==> src/hdl/pmp_consts.svh <==
//--------------------------------------------------------------------------
// PMP checker constants
// Address widths, entry count and cfg byte bit positions
//--------------------------------------------------------------------------
`ifndef PMP_CONSTS_SVH
`define PMP_CONSTS_SVH

// Address widths, page granular
`define PMP_PA_WIDTH    40          // Physical address
`define PMP_PPN_WIDTH   28          // 4 KB page number
`define PMP_ADDR_WIDTH  29          // pmpaddr, one extra NAPOT bit

// Entry table
`define PMP_ENTRIES     8
`define PMP_IDX_WIDTH   3

//--------------------------------------------------------------------------
// pmpcfg byte layout
//--------------------------------------------------------------------------
`define PMP_CFG_R       0           // Read permit
`define PMP_CFG_W       1           // Write permit
`define PMP_CFG_X       2           // Exec permit
`define PMP_CFG_A_LO    3           // Match mode, low bit
`define PMP_CFG_A_HI    4           // Match mode, high bit
`define PMP_CFG_L       7           // Lock

`endif

==> src/hdl/pmp_pkg.sv <==
//--------------------------------------------------------------------------
// PMP checker types
// Vector typedefs for pages, pmpaddr values, cfg bytes and entry numbers,
// plus the match mode and access type encodings
//--------------------------------------------------------------------------
`include "pmp_consts.svh"

package pmp_pkg;

  // Page number compared by every entry
  typedef logic [`PMP_PPN_WIDTH-1:0]  ppn_t;

  // pmpaddr value, bit 0 is the extra NAPOT size bit
  typedef logic [`PMP_ADDR_WIDTH-1:0] pmpaddr_t;

  // Raw cfg byte as written by software
  typedef logic [7:0]                 pmpcfg_t;

  // Entry number, also the response index
  typedef logic [`PMP_IDX_WIDTH-1:0]  entry_idx_t;

  //------------------------------------------------------------------------
  // Encodings
  //------------------------------------------------------------------------
  // Address match mode, same as the A field of pmpcfg
  typedef enum logic [1:0] {
    PMP_OFF   = 2'b00,              // Entry disabled
    PMP_TOR   = 2'b01,              // Top of range
    PMP_NA4   = 2'b10,              // Never hits at page granularity
    PMP_NAPOT = 2'b11               // Naturally aligned power of two
  } match_mode_e;

  // Access kind, selects the permission bit
  typedef enum logic [1:0] {
    ACC_READ  = 2'b00,
    ACC_WRITE = 2'b01,
    ACC_EXEC  = 2'b10
  } acc_type_e;

endpackage

==> src/hdl/pmp_entry_if.sv <==
//--------------------------------------------------------------------------
// PMP entry bundle
// Configuration of one entry going out from the feeder and the match
// results coming back from its comparator
//--------------------------------------------------------------------------
`timescale 1ns/10ps

interface pmp_entry_if;

  // Configuration, driven by the feeder
  pmp_pkg::match_mode_e mode;
  pmp_pkg::pmpaddr_t    addr_value;
  logic                 perm_r;
  logic                 perm_w;
  logic                 perm_x;
  logic                 locked;

  // Comparator results
  logic                 hit;
  logic                 ge_upaddr;     // Page at or above this entry's address
  logic                 napot_cross;   // NAPOT boundary crossed

  modport feeder (
    output mode, addr_value, perm_r, perm_w, perm_x, locked
  );

  modport entry (
    input  mode, addr_value,
    output hit, ge_upaddr, napot_cross
  );

  modport resolver (
    input  hit, napot_cross, perm_r, perm_w, perm_x, locked
  );

endinterface

==> src/hdl/pmp_cfg_regs.sv <==
//--------------------------------------------------------------------------
// PMP configuration feeder
// Holds the cfg bytes and pmpaddr values of all entries, takes strobed
// writes, drops writes to locked entries and fans the fields out
//--------------------------------------------------------------------------
`timescale 1ns/10ps
`include "pmp_consts.svh"

module pmp_cfg_regs (
  input  logic                 clk,
  input  logic                 rst_n,
  input  logic                 cfg_wr,       // Single-cycle write strobe
  input  pmp_pkg::entry_idx_t  cfg_idx,
  input  pmp_pkg::pmpcfg_t     cfg_data,
  input  pmp_pkg::pmpaddr_t    cfg_addr,
  pmp_entry_if.feeder          ent [`PMP_ENTRIES-1:0]
);

  // Per-entry write enables after lock filtering
  logic [`PMP_ENTRIES-1:0] wr_en;

  //------------------------------------------------------------------------
  // One register pair per entry
  //------------------------------------------------------------------------
  for (genvar i = 0; i < `PMP_ENTRIES; i++)
  begin : g_reg
    pmp_pkg::pmpcfg_t  cfg_q;            // Bits 6..5 reserved, kept as written
    pmp_pkg::pmpaddr_t addr_q;

    // Strobe decode, lock blocks both cfg and address
    assign wr_en[i] = cfg_wr
                   && (cfg_idx == pmp_pkg::entry_idx_t'(i))
                   && !cfg_q[`PMP_CFG_L];

    always_ff @(posedge clk or negedge rst_n)
    begin
      if (!rst_n)
      begin
        cfg_q  <= '0;                    // OFF, unlocked, no permissions
        addr_q <= '0;
      end
      else if (wr_en[i])
      begin
        cfg_q  <= cfg_data;
        addr_q <= cfg_addr;
      end
    end

    // Field split towards the comparator and resolver
    assign ent[i].mode       = pmp_pkg::match_mode_e'(cfg_q[`PMP_CFG_A_HI:`PMP_CFG_A_LO]);
    assign ent[i].addr_value = addr_q;
    assign ent[i].perm_r     = cfg_q[`PMP_CFG_R];
    assign ent[i].perm_w     = cfg_q[`PMP_CFG_W];
    assign ent[i].perm_x     = cfg_q[`PMP_CFG_X];
    assign ent[i].locked     = cfg_q[`PMP_CFG_L];  // Also restricts M mode
  end

endmodule

==> src/hdl/pmp_comp_hit.sv <==
//--------------------------------------------------------------------------
// PMP entry comparator
// TOR and NAPOT page match, the bottom flag for the next entry and the
// NAPOT boundary cross check, all combinational
//--------------------------------------------------------------------------
`timescale 1ns/10ps
`include "pmp_consts.svh"

module pmp_comp_hit (
  pmp_entry_if.entry         ent,
  input  pmp_pkg::ppn_t      req_ppn,
  input  logic               req_chk1,     // Check against region end
  input  logic               ge_bottom,    // From the entry below
  output logic               ge_upaddr     // To the entry above
);

  localparam pmp_pkg::ppn_t MASK_ALL = '1;

  pmp_pkg::ppn_t              addr_base;    // pmpaddr without the NAPOT bit
  pmp_pkg::ppn_t              addr_mask;
  pmp_pkg::ppn_t              napot_begin;
  pmp_pkg::ppn_t              napot_end;
  pmp_pkg::ppn_t              napot_cmp;
  logic [`PMP_PPN_WIDTH:0]    comp_diff;    // Extra bit holds the borrow
  logic [`PMP_PPN_WIDTH:0]    napot_diff;
  logic                       ls_top;
  logic                       tor_match;
  logic                       napot_match;
  logic                       is_napot;
  logic                       hit_sel;

  assign addr_base = ent.addr_value[`PMP_ADDR_WIDTH-1:1];

  //------------------------------------------------------------------------
  // TOR compare, borrow means page below the top
  //------------------------------------------------------------------------
  assign comp_diff = {1'b0, req_ppn} - {1'b0, addr_base};
  assign ls_top    = comp_diff[`PMP_PPN_WIDTH];
  assign tor_match = ge_bottom && ls_top;
  assign ge_upaddr = !ls_top;
  assign ent.ge_upaddr = ge_upaddr;

  //------------------------------------------------------------------------
  // NAPOT size from the trailing ones of pmpaddr
  //------------------------------------------------------------------------
  always_comb
  begin
    priority casez (ent.addr_value)
      29'b????_????_????_????_????_????_????_0 : addr_mask = MASK_ALL;        // 4K
      29'b????_????_????_????_????_????_???0_1 : addr_mask = MASK_ALL << 1;
      29'b????_????_????_????_????_????_??01_1 : addr_mask = MASK_ALL << 2;
      29'b????_????_????_????_????_????_?011_1 : addr_mask = MASK_ALL << 3;
      29'b????_????_????_????_????_????_0111_1 : addr_mask = MASK_ALL << 4;   // 64K
      29'b????_????_????_????_????_???0_1111_1 : addr_mask = MASK_ALL << 5;
      29'b????_????_????_????_????_??01_1111_1 : addr_mask = MASK_ALL << 6;
      29'b????_????_????_????_????_?011_1111_1 : addr_mask = MASK_ALL << 7;
      29'b????_????_????_????_????_0111_1111_1 : addr_mask = MASK_ALL << 8;   // 1M
      29'b????_????_????_????_???0_1111_1111_1 : addr_mask = MASK_ALL << 9;
      29'b????_????_????_????_??01_1111_1111_1 : addr_mask = MASK_ALL << 10;
      29'b????_????_????_????_?011_1111_1111_1 : addr_mask = MASK_ALL << 11;
      29'b????_????_????_????_0111_1111_1111_1 : addr_mask = MASK_ALL << 12;  // 16M
      29'b????_????_????_???0_1111_1111_1111_1 : addr_mask = MASK_ALL << 13;
      29'b????_????_????_??01_1111_1111_1111_1 : addr_mask = MASK_ALL << 14;
      29'b????_????_????_?011_1111_1111_1111_1 : addr_mask = MASK_ALL << 15;
      29'b????_????_????_0111_1111_1111_1111_1 : addr_mask = MASK_ALL << 16;  // 256M
      29'b????_????_???0_1111_1111_1111_1111_1 : addr_mask = MASK_ALL << 17;
      29'b????_????_??01_1111_1111_1111_1111_1 : addr_mask = MASK_ALL << 18;  // 1G
      29'b????_????_?011_1111_1111_1111_1111_1 : addr_mask = MASK_ALL << 19;
      29'b????_????_0111_1111_1111_1111_1111_1 : addr_mask = MASK_ALL << 20;
      29'b????_???0_1111_1111_1111_1111_1111_1 : addr_mask = MASK_ALL << 21;
      29'b????_??01_1111_1111_1111_1111_1111_1 : addr_mask = MASK_ALL << 22;  // 16G
      29'b????_?011_1111_1111_1111_1111_1111_1 : addr_mask = MASK_ALL << 23;
      29'b????_0111_1111_1111_1111_1111_1111_1 : addr_mask = MASK_ALL << 24;
      29'b???0_1111_1111_1111_1111_1111_1111_1 : addr_mask = MASK_ALL << 25;
      29'b??01_1111_1111_1111_1111_1111_1111_1 : addr_mask = MASK_ALL << 26;  // 256G
      29'b?011_1111_1111_1111_1111_1111_1111_1 : addr_mask = MASK_ALL << 27;
      29'b0111_1111_1111_1111_1111_1111_1111_1 : addr_mask = '0;              // 1T
      default                                  : addr_mask = '0;              // All ones
    endcase
  end

  // Region bounds and match
  assign napot_begin = addr_base & addr_mask;
  assign napot_end   = addr_base | ~addr_mask;
  assign napot_match = (req_ppn & addr_mask) == napot_begin;

  //------------------------------------------------------------------------
  // Cross check, chk1 picks which bound is compared
  //------------------------------------------------------------------------
  assign is_napot   = (ent.mode == pmp_pkg::PMP_NAPOT);
  assign napot_cmp  = req_chk1 ? napot_end : napot_begin;
  assign napot_diff = {1'b0, req_ppn} - {1'b0, napot_cmp};
  assign ent.napot_cross = is_napot
                        && (req_chk1 ? napot_diff[`PMP_PPN_WIDTH]      // Below last page
                                     : !napot_diff[`PMP_PPN_WIDTH]);   // At or above first

  // Hit by mode
  always_comb
  begin
    case (ent.mode)
      pmp_pkg::PMP_TOR:   hit_sel = tor_match;
      pmp_pkg::PMP_NAPOT: hit_sel = napot_match;
      pmp_pkg::PMP_NA4:   hit_sel = 1'b0;      // Too fine for pages
      default:            hit_sel = 1'b0;      // OFF
    endcase
  end

  assign ent.hit = hit_sel;

endmodule

==> src/hdl/pmp_prio_resolve.sv <==
//--------------------------------------------------------------------------
// PMP priority resolver
// Lowest-index hit wins, permission and lock rule applied to the winner,
// response registered one cycle after the request strobe
//--------------------------------------------------------------------------
`timescale 1ns/10ps
`include "pmp_consts.svh"

module pmp_prio_resolve (
  input  logic                 clk,
  input  logic                 rst_n,
  pmp_entry_if.resolver        ent [`PMP_ENTRIES-1:0],
  input  logic                 req_vld,
  input  pmp_pkg::acc_type_e   req_acc,
  input  logic                 req_mmode,    // 1 for M mode, 0 for U mode
  output logic                 resp_vld,
  output logic                 resp_fault,
  output logic                 resp_hit,
  output pmp_pkg::entry_idx_t  resp_idx,
  output logic                 resp_cross
);

  logic [`PMP_ENTRIES-1:0] hit_vec;
  logic [`PMP_ENTRIES-1:0] cross_vec;
  logic [`PMP_ENTRIES-1:0] r_vec;
  logic [`PMP_ENTRIES-1:0] w_vec;
  logic [`PMP_ENTRIES-1:0] x_vec;
  logic [`PMP_ENTRIES-1:0] lock_vec;
  pmp_pkg::entry_idx_t     win_idx;
  logic                    any_hit;
  logic                    perm_ok;
  logic                    fault_nxt;

  // Flatten the entry bundles into vectors
  for (genvar i = 0; i < `PMP_ENTRIES; i++)
  begin : g_gather
    assign hit_vec[i]   = ent[i].hit;
    assign cross_vec[i] = ent[i].napot_cross;
    assign r_vec[i]     = ent[i].perm_r;
    assign w_vec[i]     = ent[i].perm_w;
    assign x_vec[i]     = ent[i].perm_x;
    assign lock_vec[i]  = ent[i].locked;
  end

  //------------------------------------------------------------------------
  // Priority encoder, scan from the top so the lowest index is left
  //------------------------------------------------------------------------
  always_comb
  begin
    win_idx = '0;                          // 0 when nothing hits
    for (int i = `PMP_ENTRIES - 1; i >= 0; i--)
    begin
      if (hit_vec[i])
        win_idx = pmp_pkg::entry_idx_t'(i);
    end
  end

  assign any_hit = |hit_vec;

  // Permission bit of the winner for this access
  always_comb
  begin
    case (req_acc)
      pmp_pkg::ACC_READ:  perm_ok = r_vec[win_idx];
      pmp_pkg::ACC_WRITE: perm_ok = w_vec[win_idx];
      pmp_pkg::ACC_EXEC:  perm_ok = x_vec[win_idx];
      default:            perm_ok = 1'b0;
    endcase
  end

  // No hit: only M mode passes. Hit: U mode or locked entry checks perms
  assign fault_nxt = any_hit ? ((!req_mmode || lock_vec[win_idx]) && !perm_ok)
                             : !req_mmode;

  //------------------------------------------------------------------------
  // Response registers
  //------------------------------------------------------------------------
  always_ff @(posedge clk or negedge rst_n)
  begin
    if (!rst_n)
      resp_vld <= 1'b0;
    else
      resp_vld <= req_vld;                 // One-cycle pulse per request
  end

  always_ff @(posedge clk)
  begin
    if (req_vld)
    begin
      resp_fault <= fault_nxt;
      resp_hit   <= any_hit;
      resp_idx   <= win_idx;
      resp_cross <= |cross_vec;            // Any NAPOT entry crossed
    end
  end

endmodule

==> src/hdl/pmp_top.sv <==
//--------------------------------------------------------------------------
// PMP checker top level
// Configuration feeder, one comparator per entry chained by the bottom
// flags, and the priority resolver with its registered response
//--------------------------------------------------------------------------
`timescale 1ns/10ps
`include "pmp_consts.svh"

module pmp_top (
  input  logic                 clk,
  input  logic                 rst_n,

  // Configuration write
  input  logic                 cfg_wr,
  input  pmp_pkg::entry_idx_t  cfg_idx,
  input  pmp_pkg::pmpcfg_t     cfg_data,
  input  pmp_pkg::pmpaddr_t    cfg_addr,

  // Check request
  input  logic                 req_vld,
  input  pmp_pkg::ppn_t        req_ppn,
  input  logic                 req_chk1,
  input  pmp_pkg::acc_type_e   req_acc,
  input  logic                 req_mmode,

  // Check response, one cycle later
  output logic                 resp_vld,
  output logic                 resp_fault,
  output logic                 resp_hit,
  output pmp_pkg::entry_idx_t  resp_idx,
  output logic                 resp_cross
);

  // Bit i feeds entry i, top bit is the last entry's flag
  logic [`PMP_ENTRIES:0] ge_chain;

  pmp_entry_if u_ent_if [`PMP_ENTRIES-1:0] ();

  assign ge_chain[0] = 1'b1;               // Every page is at or above zero

  //------------------------------------------------------------------------
  // Configuration feeder
  //------------------------------------------------------------------------
  pmp_cfg_regs u_cfg_regs (
    .clk      (clk),
    .rst_n    (rst_n),
    .cfg_wr   (cfg_wr),
    .cfg_idx  (cfg_idx),
    .cfg_data (cfg_data),
    .cfg_addr (cfg_addr),
    .ent      (u_ent_if)
  );

  //------------------------------------------------------------------------
  // Entry comparators
  //------------------------------------------------------------------------
  for (genvar i = 0; i < `PMP_ENTRIES; i++)
  begin : g_entry
    pmp_comp_hit u_comp (
      .ent       (u_ent_if[i]),
      .req_ppn   (req_ppn),
      .req_chk1  (req_chk1),
      .ge_bottom (ge_chain[i]),
      .ge_upaddr (ge_chain[i+1])
    );
  end

  // Resolver
  pmp_prio_resolve u_resolve (
    .clk        (clk),
    .rst_n      (rst_n),
    .ent        (u_ent_if),
    .req_vld    (req_vld),
    .req_acc    (req_acc),
    .req_mmode  (req_mmode),
    .resp_vld   (resp_vld),
    .resp_fault (resp_fault),
    .resp_hit   (resp_hit),
    .resp_idx   (resp_idx),
    .resp_cross (resp_cross)
  );

endmodule
==> config.mk <==
export PLATFORM = sky130hd
export DESIGN_NAME = pmp_top
export DESIGN_NICKNAME = d
export VERILOG_FILES = /design/src/hdl/pmp_pkg.sv /design/src/hdl/pmp_entry_if.sv /design/src/hdl/pmp_cfg_regs.sv /design/src/hdl/pmp_comp_hit.sv /design/src/hdl/pmp_prio_resolve.sv /design/src/hdl/pmp_top.sv
export VERILOG_INCLUDE_DIRS = /design/src /design/src/hdl
export SDC_FILE = /design/constraint.sdc
export NUM_CORES = 1
export LEC_CHECK = 0
export BUFFER_PORTS_ARGS = -buffer_cell sky130_fd_sc_hd__buf_2
export CORE_MARGIN = 2
export CORE_UTILIZATION = 30
export CTS_BUF_LIST = sky130_fd_sc_hd__clkbuf_4
export CTS_CLUSTER_DIAMETER = 200
export DETAILED_ROUTE_END_ITERATION = 16
export REMOVE_ABC_BUFFERS = 1
export SYNTH_ARGS = -nofsm -noshare
export SYNTH_HDL_FRONTEND = slang
export SYNTH_SLANG_ARGS = --single-unit
==> constraint.sdc <==
create_clock -name clk -period 9.6 [get_ports clk]
set_input_delay 0.96 -clock clk [delete_from_list [all_inputs] [get_ports clk]]
set_output_delay 0.96 -clock clk [all_outputs]
set_load 0.05 [all_outputs]
* After elaboration in Yosys (flattened, before gate mapping)
Cells that the tools add are included.
** Operators by class
- $add $sub $neg :: 16
- Magnitude comparators :: 1
- Equality and inequality tests :: 249
- Muxes and demuxes :: 50
- Bitwise operators :: 40
- Reduce and logical (&&, ||, !) cells :: 62
** Operator list (number)
- $pmux 28 s28 :: 8
- $sub 28x28->29 :: 16
- $and 28x28->28 :: 16
- $eq 28x27->1 const B :: 8
- $eq 28x28->1 :: 8
- $mux 28 :: 8
- $not 28->28 :: 8
- $or 28x28->28 :: 8
- $eq 27x26->1 const B :: 8
- $eq 26x25->1 const B :: 8
- $eq 25x24->1 const B :: 8
- $eq 24x23->1 const B :: 8
- $eq 23x22->1 const B :: 8
- $eq 22x21->1 const B :: 8
- $eq 21x20->1 const B :: 8
- $eq 20x19->1 const B :: 8
- $eq 19x18->1 const B :: 8
- $eq 18x17->1 const B :: 8
- $eq 17x16->1 const B :: 8
- $eq 16x15->1 const B :: 8
- $eq 15x14->1 const B :: 8
- $eq 14x13->1 const B :: 8
- $eq 13x12->1 const B :: 8
- $eq 12x11->1 const B :: 8
- 26 further kinds :: 210
** Storage, ports and cells
- Register bits after elaboration :: 303
- Input bits :: 76
- Output and inout bits :: 7
- Word-level logic and storage cells :: 439

* Depth between registers and ports, before layout
- Depth after elaboration :: 19
- Depth in mapped cells :: 21
- Depth with buffers taken out :: 21

* Cells and area by module
A second synthesis with hierarchy kept.
** Second synthesis, totals
- Cell total of the unflattened synthesis :: 3137
- Area, all modules :: 29796.1 um^2
** Modules (own cells, without submodules)
- pmp_cfg_regs :: times used 1, cells an instance 602, area each 10562.6 um^2, seq. area each 7006.7 um^2
- pmp_comp_hit (g_entry[2].u_comp ...) :: times used 3, cells an instance 311, area each 2342.2 um^2, seq. area each 0.0 um^2
- pmp_comp_hit (g_entry[0].u_comp ...) :: times used 3, cells an instance 309, area each 2304.7 um^2, seq. area each 0.0 um^2
- pmp_comp_hit (g_entry[7].u_comp) :: times used 1, cells an instance 316, area each 2301.0 um^2, seq. area each 0.0 um^2
- pmp_comp_hit (g_entry[4].u_comp) :: times used 1, cells an instance 290, area each 2294.7 um^2, seq. area each 0.0 um^2
- pmp_prio_resolve :: times used 1, cells an instance 68, area each 693.2 um^2, seq. area each 205.2 um^2
- pmp_top :: times used 1, cells an instance 1, area each 3.8 um^2, seq. area each 0.0 um^2

* Least setup slack after synthesis
OpenSTA, ideal clock, no wires.
- Path type :: input port to flip-flop
- From :: input port req_chk1
- To :: register u_resolve.resp_cross, data pin
- Setup time :: 269 ps
- Arrival :: 4611 ps
- Data required time :: 9331 ps
- Path slack :: 4719 ps
- Stages :: 19
- Buffers on the path :: 4
- Path through :: clkbuf_1 clkbuf_1 clkbuf_1 clkbuf_1 mux2i_1 ha_1 a21o_1 a21o_1 a21o_1 a21o_1 a21o_1 a211oi_1 o21ai_0 a21o_1 a221oi_1 xor2_1 nor2_1 a31oi_1 nand4b_1
** Between the ends
- Cells in the longest elaborated chain, start to end :: 6
- Elaborated cells on any way between the ends :: 41
- Those cells by class :: add/sub: 8; mux: 16; reduce/logical: 17
** RTL lines
- start, declared :: RTL line pmp_top.sv:22 : input logic req_chk1,
- $mux 28 :: RTL line pmp_comp_hit.sv:91 : assign napot_cmp = req_chk1 ? napot_end : napot_begin;
- $sub 28x28->29 :: RTL line pmp_comp_hit.sv:92 : assign napot_diff = {1'b0, req_ppn} - {1'b0, napot_cmp};
- $logic_not 1->1 :: RTL line pmp_comp_hit.sv:95 : : !napot_diff[`PMP_PPN_WIDTH]);
- $mux 1 :: RTL line pmp_comp_hit.sv:94 : && (req_chk1 ? napot_diff[`PMP_PPN_WIDTH]
- $logic_and 1x1->1 :: RTL line pmp_comp_hit.sv:93 : assign ent.napot_cross = is_napot
- $reduce_or 8->1 * :: RTL line pmp_prio_resolve.sv:93 : resp_cross <= |cross_vec;
- end signal, assigned :: RTL line pmp_prio_resolve.sv:93
- end, declared :: RTL line pmp_prio_resolve.sv:20 : output logic resp_cross
Every way passes the cells marked *; elsewhere a longest branch is shown, timed or not.
A chain may end at the register's enable or synchronous reset.

* Final worst setup path
- From :: input port req_ppn[27]
- To :: register u_resolve.resp_fault, data pin
** Between the ends
- Cells in the longest elaborated chain, start to end :: 18
- Elaborated cells on any way between the ends :: 68
- Those cells by class :: add/sub: 8; eq/ne: 8; mux: 26; bitwise: 8; reduce/logical: 18
** RTL lines
- start, declared :: RTL line pmp_top.sv:21 : input pmp_pkg::ppn_t req_ppn,
- $sub 28x28->29 :: RTL line pmp_comp_hit.sv:37 : assign comp_diff = {1'b0, req_ppn} - {1'b0, addr_base};
- $logic_not 1->1 :: RTL line pmp_comp_hit.sv:40 : assign ge_upaddr = !ls_top;
- $logic_and 1x1->1 :: RTL line pmp_comp_hit.sv:39 : assign tor_match = ge_bottom && ls_top;
- $pmux 1 s2 :: RTL line pmp_comp_hit.sv:100 : case (ent.mode)
- $mux 3 (7 in series) :: RTL line pmp_prio_resolve.sv:53 : if (hit_vec[i])
- $mux 3 * :: RTL line pmp_prio_resolve.sv:53
- named net u_resolve.win_idx[0] :: RTL line pmp_prio_resolve.sv:29 : pmp_pkg::entry_idx_t win_idx;
- $bmux 1 s3, on equally long branches :: RTL line pmp_prio_resolve.sv:66, pmp_prio_resolve.sv:64, pmp_prio_resolve.sv:65
- $mux 1, on equally long branches :: RTL line pmp_prio_resolve.sv:66, pmp_prio_resolve.sv:64, pmp_prio_resolve.sv:65
- $pmux 1 s3 :: RTL line pmp_prio_resolve.sv:63 : case (req_acc)
- $logic_not 1->1 :: RTL line pmp_prio_resolve.sv:72 : assign fault_nxt = any_hit ? ((!req_mmode || lock_vec[win_idx]) && !perm_ok)
- $logic_and 1x1->1 * :: RTL line pmp_prio_resolve.sv:72
- $mux 1 * :: RTL line pmp_prio_resolve.sv:72
- named net u_resolve.fault_nxt :: RTL line pmp_prio_resolve.sv:32 : logic fault_nxt;
- end signal, assigned :: RTL line pmp_prio_resolve.sv:90 : resp_fault <= fault_nxt;
- end, declared :: RTL line pmp_prio_resolve.sv:17 : output logic resp_fault,
The timed path passes the listed nets; every way through them passes the cells marked *. The select of a mux whose other input is x is not followed.

==> flow_summary.json <==
{
  "place_inst": 4774,
  "die_h_um": 318,
  "clk_pin_slew_worst_paths_ps": 70,
  "seq_area_um2": 7210,
  "placementRows": 115,
  "yosys.area.top_type_share": 0.238,
  "numCtsBuffers": 88,
  "multi_input_area_um2": 20700,
  "num_io_pins": 83,
  "clockBufferDepth": 3,
  "htree_levels": 3,
  "core-area_um2": 98000,
  "wl_per_cell_um": 22.4,
  "wirelength_um": 110000,
  "fillers": 10286,
  "fmax_ghz": 0.180,
  "drive_above_1_share": 0.106,
  "reg2reg_slack_ps": 4130,
  "synth_ff_type": "dfrtp_1",
  "avgViaCountPerCell": 5.65,
  "post-route-min-period_ps": 5550,
  "mostFrequentLayoutCells": "ha_1, nand2_1, o21ai_0",
  "tns_ps": 0,
  "crit_type": "input pin to register",
  "ctsHoldBuffers": 0,
  "rsz0062_at_grt": "false",
  "end_kind": "register",
  "cts_setup_buffers": 0,
  "cp.required_ps": 10290,
  "globalplace.congestion": 0.973,
  "fin_cells": 4936,
  "clock_latency_ps": 890,
  "synthesis.area_um2": 29600,
  "grt_pass1_vias": 26945,
  "start_util": 0.302,
  "ys.warnings.count": 0,
  "setup_violations": 0,
  "synth.distinct_cells": 107,
  "firstDrtPassIters": 5,
  "antenna_left": 0,
  "clock_skew_ps": 49.2,
  "cts_tree": "done",
  "grt_max_degree": 99,
  "ir_worst_vdd_v": 0.0000851,
  "dieWidth_um": 318,
  "drv_cap": 0,
  "vias": 27897,
  "overflow": 0,
  "grt.total_usage": 0.215,
  "postSynth.asyncResetShare": 0.979,
  "drt_iter0_drc": 2654,
  "power.density_nw_per_um2": 233,
  "finalMaxSlewViolations": 0,
  "syn2layout_area_growth_pct": 9.69,
  "slew_headroom": 0.272,
  "status": "finished, final reports clean",
  "cts.sinks": 287,
  "cts-resized-gates": 0,
  "fin_crit_sh": 0.578,
  "place.detailed.hpwl_um": 80300,
  "grt_pass1_wl_um": 167000,
  "final_common_cell": "ha_1",
  "cp_max_fo": 24,
  "dieArea_um2": 101000,
  "io_buffer_count": 80,
  "synthTopCellsByArea": "dfrtp_1, ha_1, mux2i_1",
  "syn_inst": 3530,
  "hold_class": "input pin to async pin",
  "synth_seq_cells": 287,
  "start_kind": "input pin",
  "remaining_drc_errors": 0,
  "cp.arrival_ps": 6240,
  "leakagePower_uw": 0.0145,
  "syn_area_per_cell_um2": 8.38,
  "worst_pin_slew_ps": 1080,
  "num-nets-final": 4085,
  "synth_edf_count": 6,
  "root_buffer": "clkbuf_4",
  "yosys.area.top_type": "dfrtp_1",
  "antenna_found_initial": 9,
  "final_hold_viol_count": 0,
  "yosysSeqAreaShare": 0.244
}
kinds of logic after synthesis:
kind of cell             Yosys count  synth area share
XOR/XNOR                         175            0.0518
multiplexers                     248            0.0873
AO/OA/AOI/OAI                    915             0.193
flip-flops                       287             0.244
AND/OR/NAND/NOR                 1062             0.185
buffers and inverters            411            0.0563
adder cells (fa/ha/maj)          432             0.183
Yosys cell counts, types with 8 or more instances:
library cell	n
ha_1	432
nand2_1	394
o21ai_0	343
dfrtp_1	281
inv_1	238
mux2i_1	192
a21oi_1	186
nor2_1	161
clkbuf_1	119
nand4_1	116
xnor2_1	108
nand3_1	87
a21o_1	83
xor2_1	67
nand2b_1	56
nor3_1	55
mux2_2	53
a31oi_1	42
nor2b_1	41
a211oi_1	38
clkbuf_2	30
nor4_1	28
and4_1	25
o21a_1	25
a2111oi_0	21
and3_1	21
o22ai_1	21
and2_1	15
o211ai_1	15
a211o_1	11
a221oi_1	10
buf_2	9
a22oi_1	8
a41oi_1	8
state kept, by name (all words and copies together) (netlist names):
register                   count
u_resolve.resp_idx             3
u_resolve.resp_cross           1
u_resolve.resp_hit             1
u_cfg_regs.ent.addr_value    232
u_resolve.resp_fault           1
u_cfg_regs.g.cfg_q            48
u_resolve.resp_vld             1
worst paths after layout:
path / start / depth (start not counted) / end
hold reg to reg: u_cfg_regs.g_reg[2].cfg_q[1]$_DFFE_PN0P_ / 1 / u_cfg_regs.g_reg[2].cfg_q[1]$_DFFE_PN0P_
hold / removal: rst_n / 1 / u_cfg_regs.ent[6].addr_value[21]$_DFFE_PN0P_
setup reg to reg: u_cfg_regs.ent[3].addr_value[23]$_DFFE_PN0P_ / 17 / u_resolve.resp_fault$_DFFE_PP_
setup / recovery: req_ppn[27] / 18 / u_resolve.resp_fault$_DFFE_PP_
max in group asynchronous: rst_n / 3 / u_cfg_regs.ent[3].addr_value[9]$_DFFE_PN0P_
min in group clk: req_vld / 1 / u_resolve.resp_vld$_DFF_PN0_
power by group:
group / switching, uW / internal [uW]
clock: 630 / 709
sequential: 698 / 1670
combinational: 2210 / 1630
total: 3540 / 4010
cell type report:
class / count / share of cell area
Multi-Input combinational cell: 2832 / 0.639
Clock inverter: 30 / 0.00706
Antenna cell: 6 / 0.000463
Timing Repair Buffer: 128 / 0.0240
Inverter: 240 / 0.0279
Sequential cell: 287 / 0.222
Clock buffer: 126 / 0.0292
Tap cell: 1287 / 0.0496
stage by stage:
step           setup slack (ps)  area [um^2]  utilization  power, uW  hold slack [ps]
6_report                   4050        32400        0.331       7550             81.6
3_3_place_gp               3390        31200        0.319       6060              482
2_1_floorplan              3840        28800            -       4920              450
5_1_grt                    3880        32400        0.331       8220             60.4
4_1_cts                    4210        32400        0.331       7520             61.7
3_5_place_dp               3320        31200        0.319       6140              491
routing by layer:
| metal | vias to the layer above | global-route usage | part of all wire | wire length (um) |
|---|---|---|---|---|
| met5 | - | 0 | 0.00012 | 13 |
| met4 | 2 | 0.0925 | 0.045 | 4960 |
| met3 | 250 | 0.0401 | 0.083 | 9110 |
| met2 | 1057 | 0.329 | 0.43 | 47400 |
| met1 | 13545 | 0.295 | 0.44 | 48900 |
| li1 | 13043 | - | - | - |
worst max-delay path, stage by stage:
cell	delay, ps
buf_2	80
buf_4	450
ha_1	250
nand3_1	170
nor4_1	880
o211ai_1	200
a21oi_1	500
o311ai_0	230
buf_4	210
or3b_2	450
o41a_1	250
and3b_1	280
a211oi_4	400
inv_2	210
mux2i_1	170
o22ai_1	160
o22ai_1	100
nor4_2	260
Power figures use the tool's default switching activity.
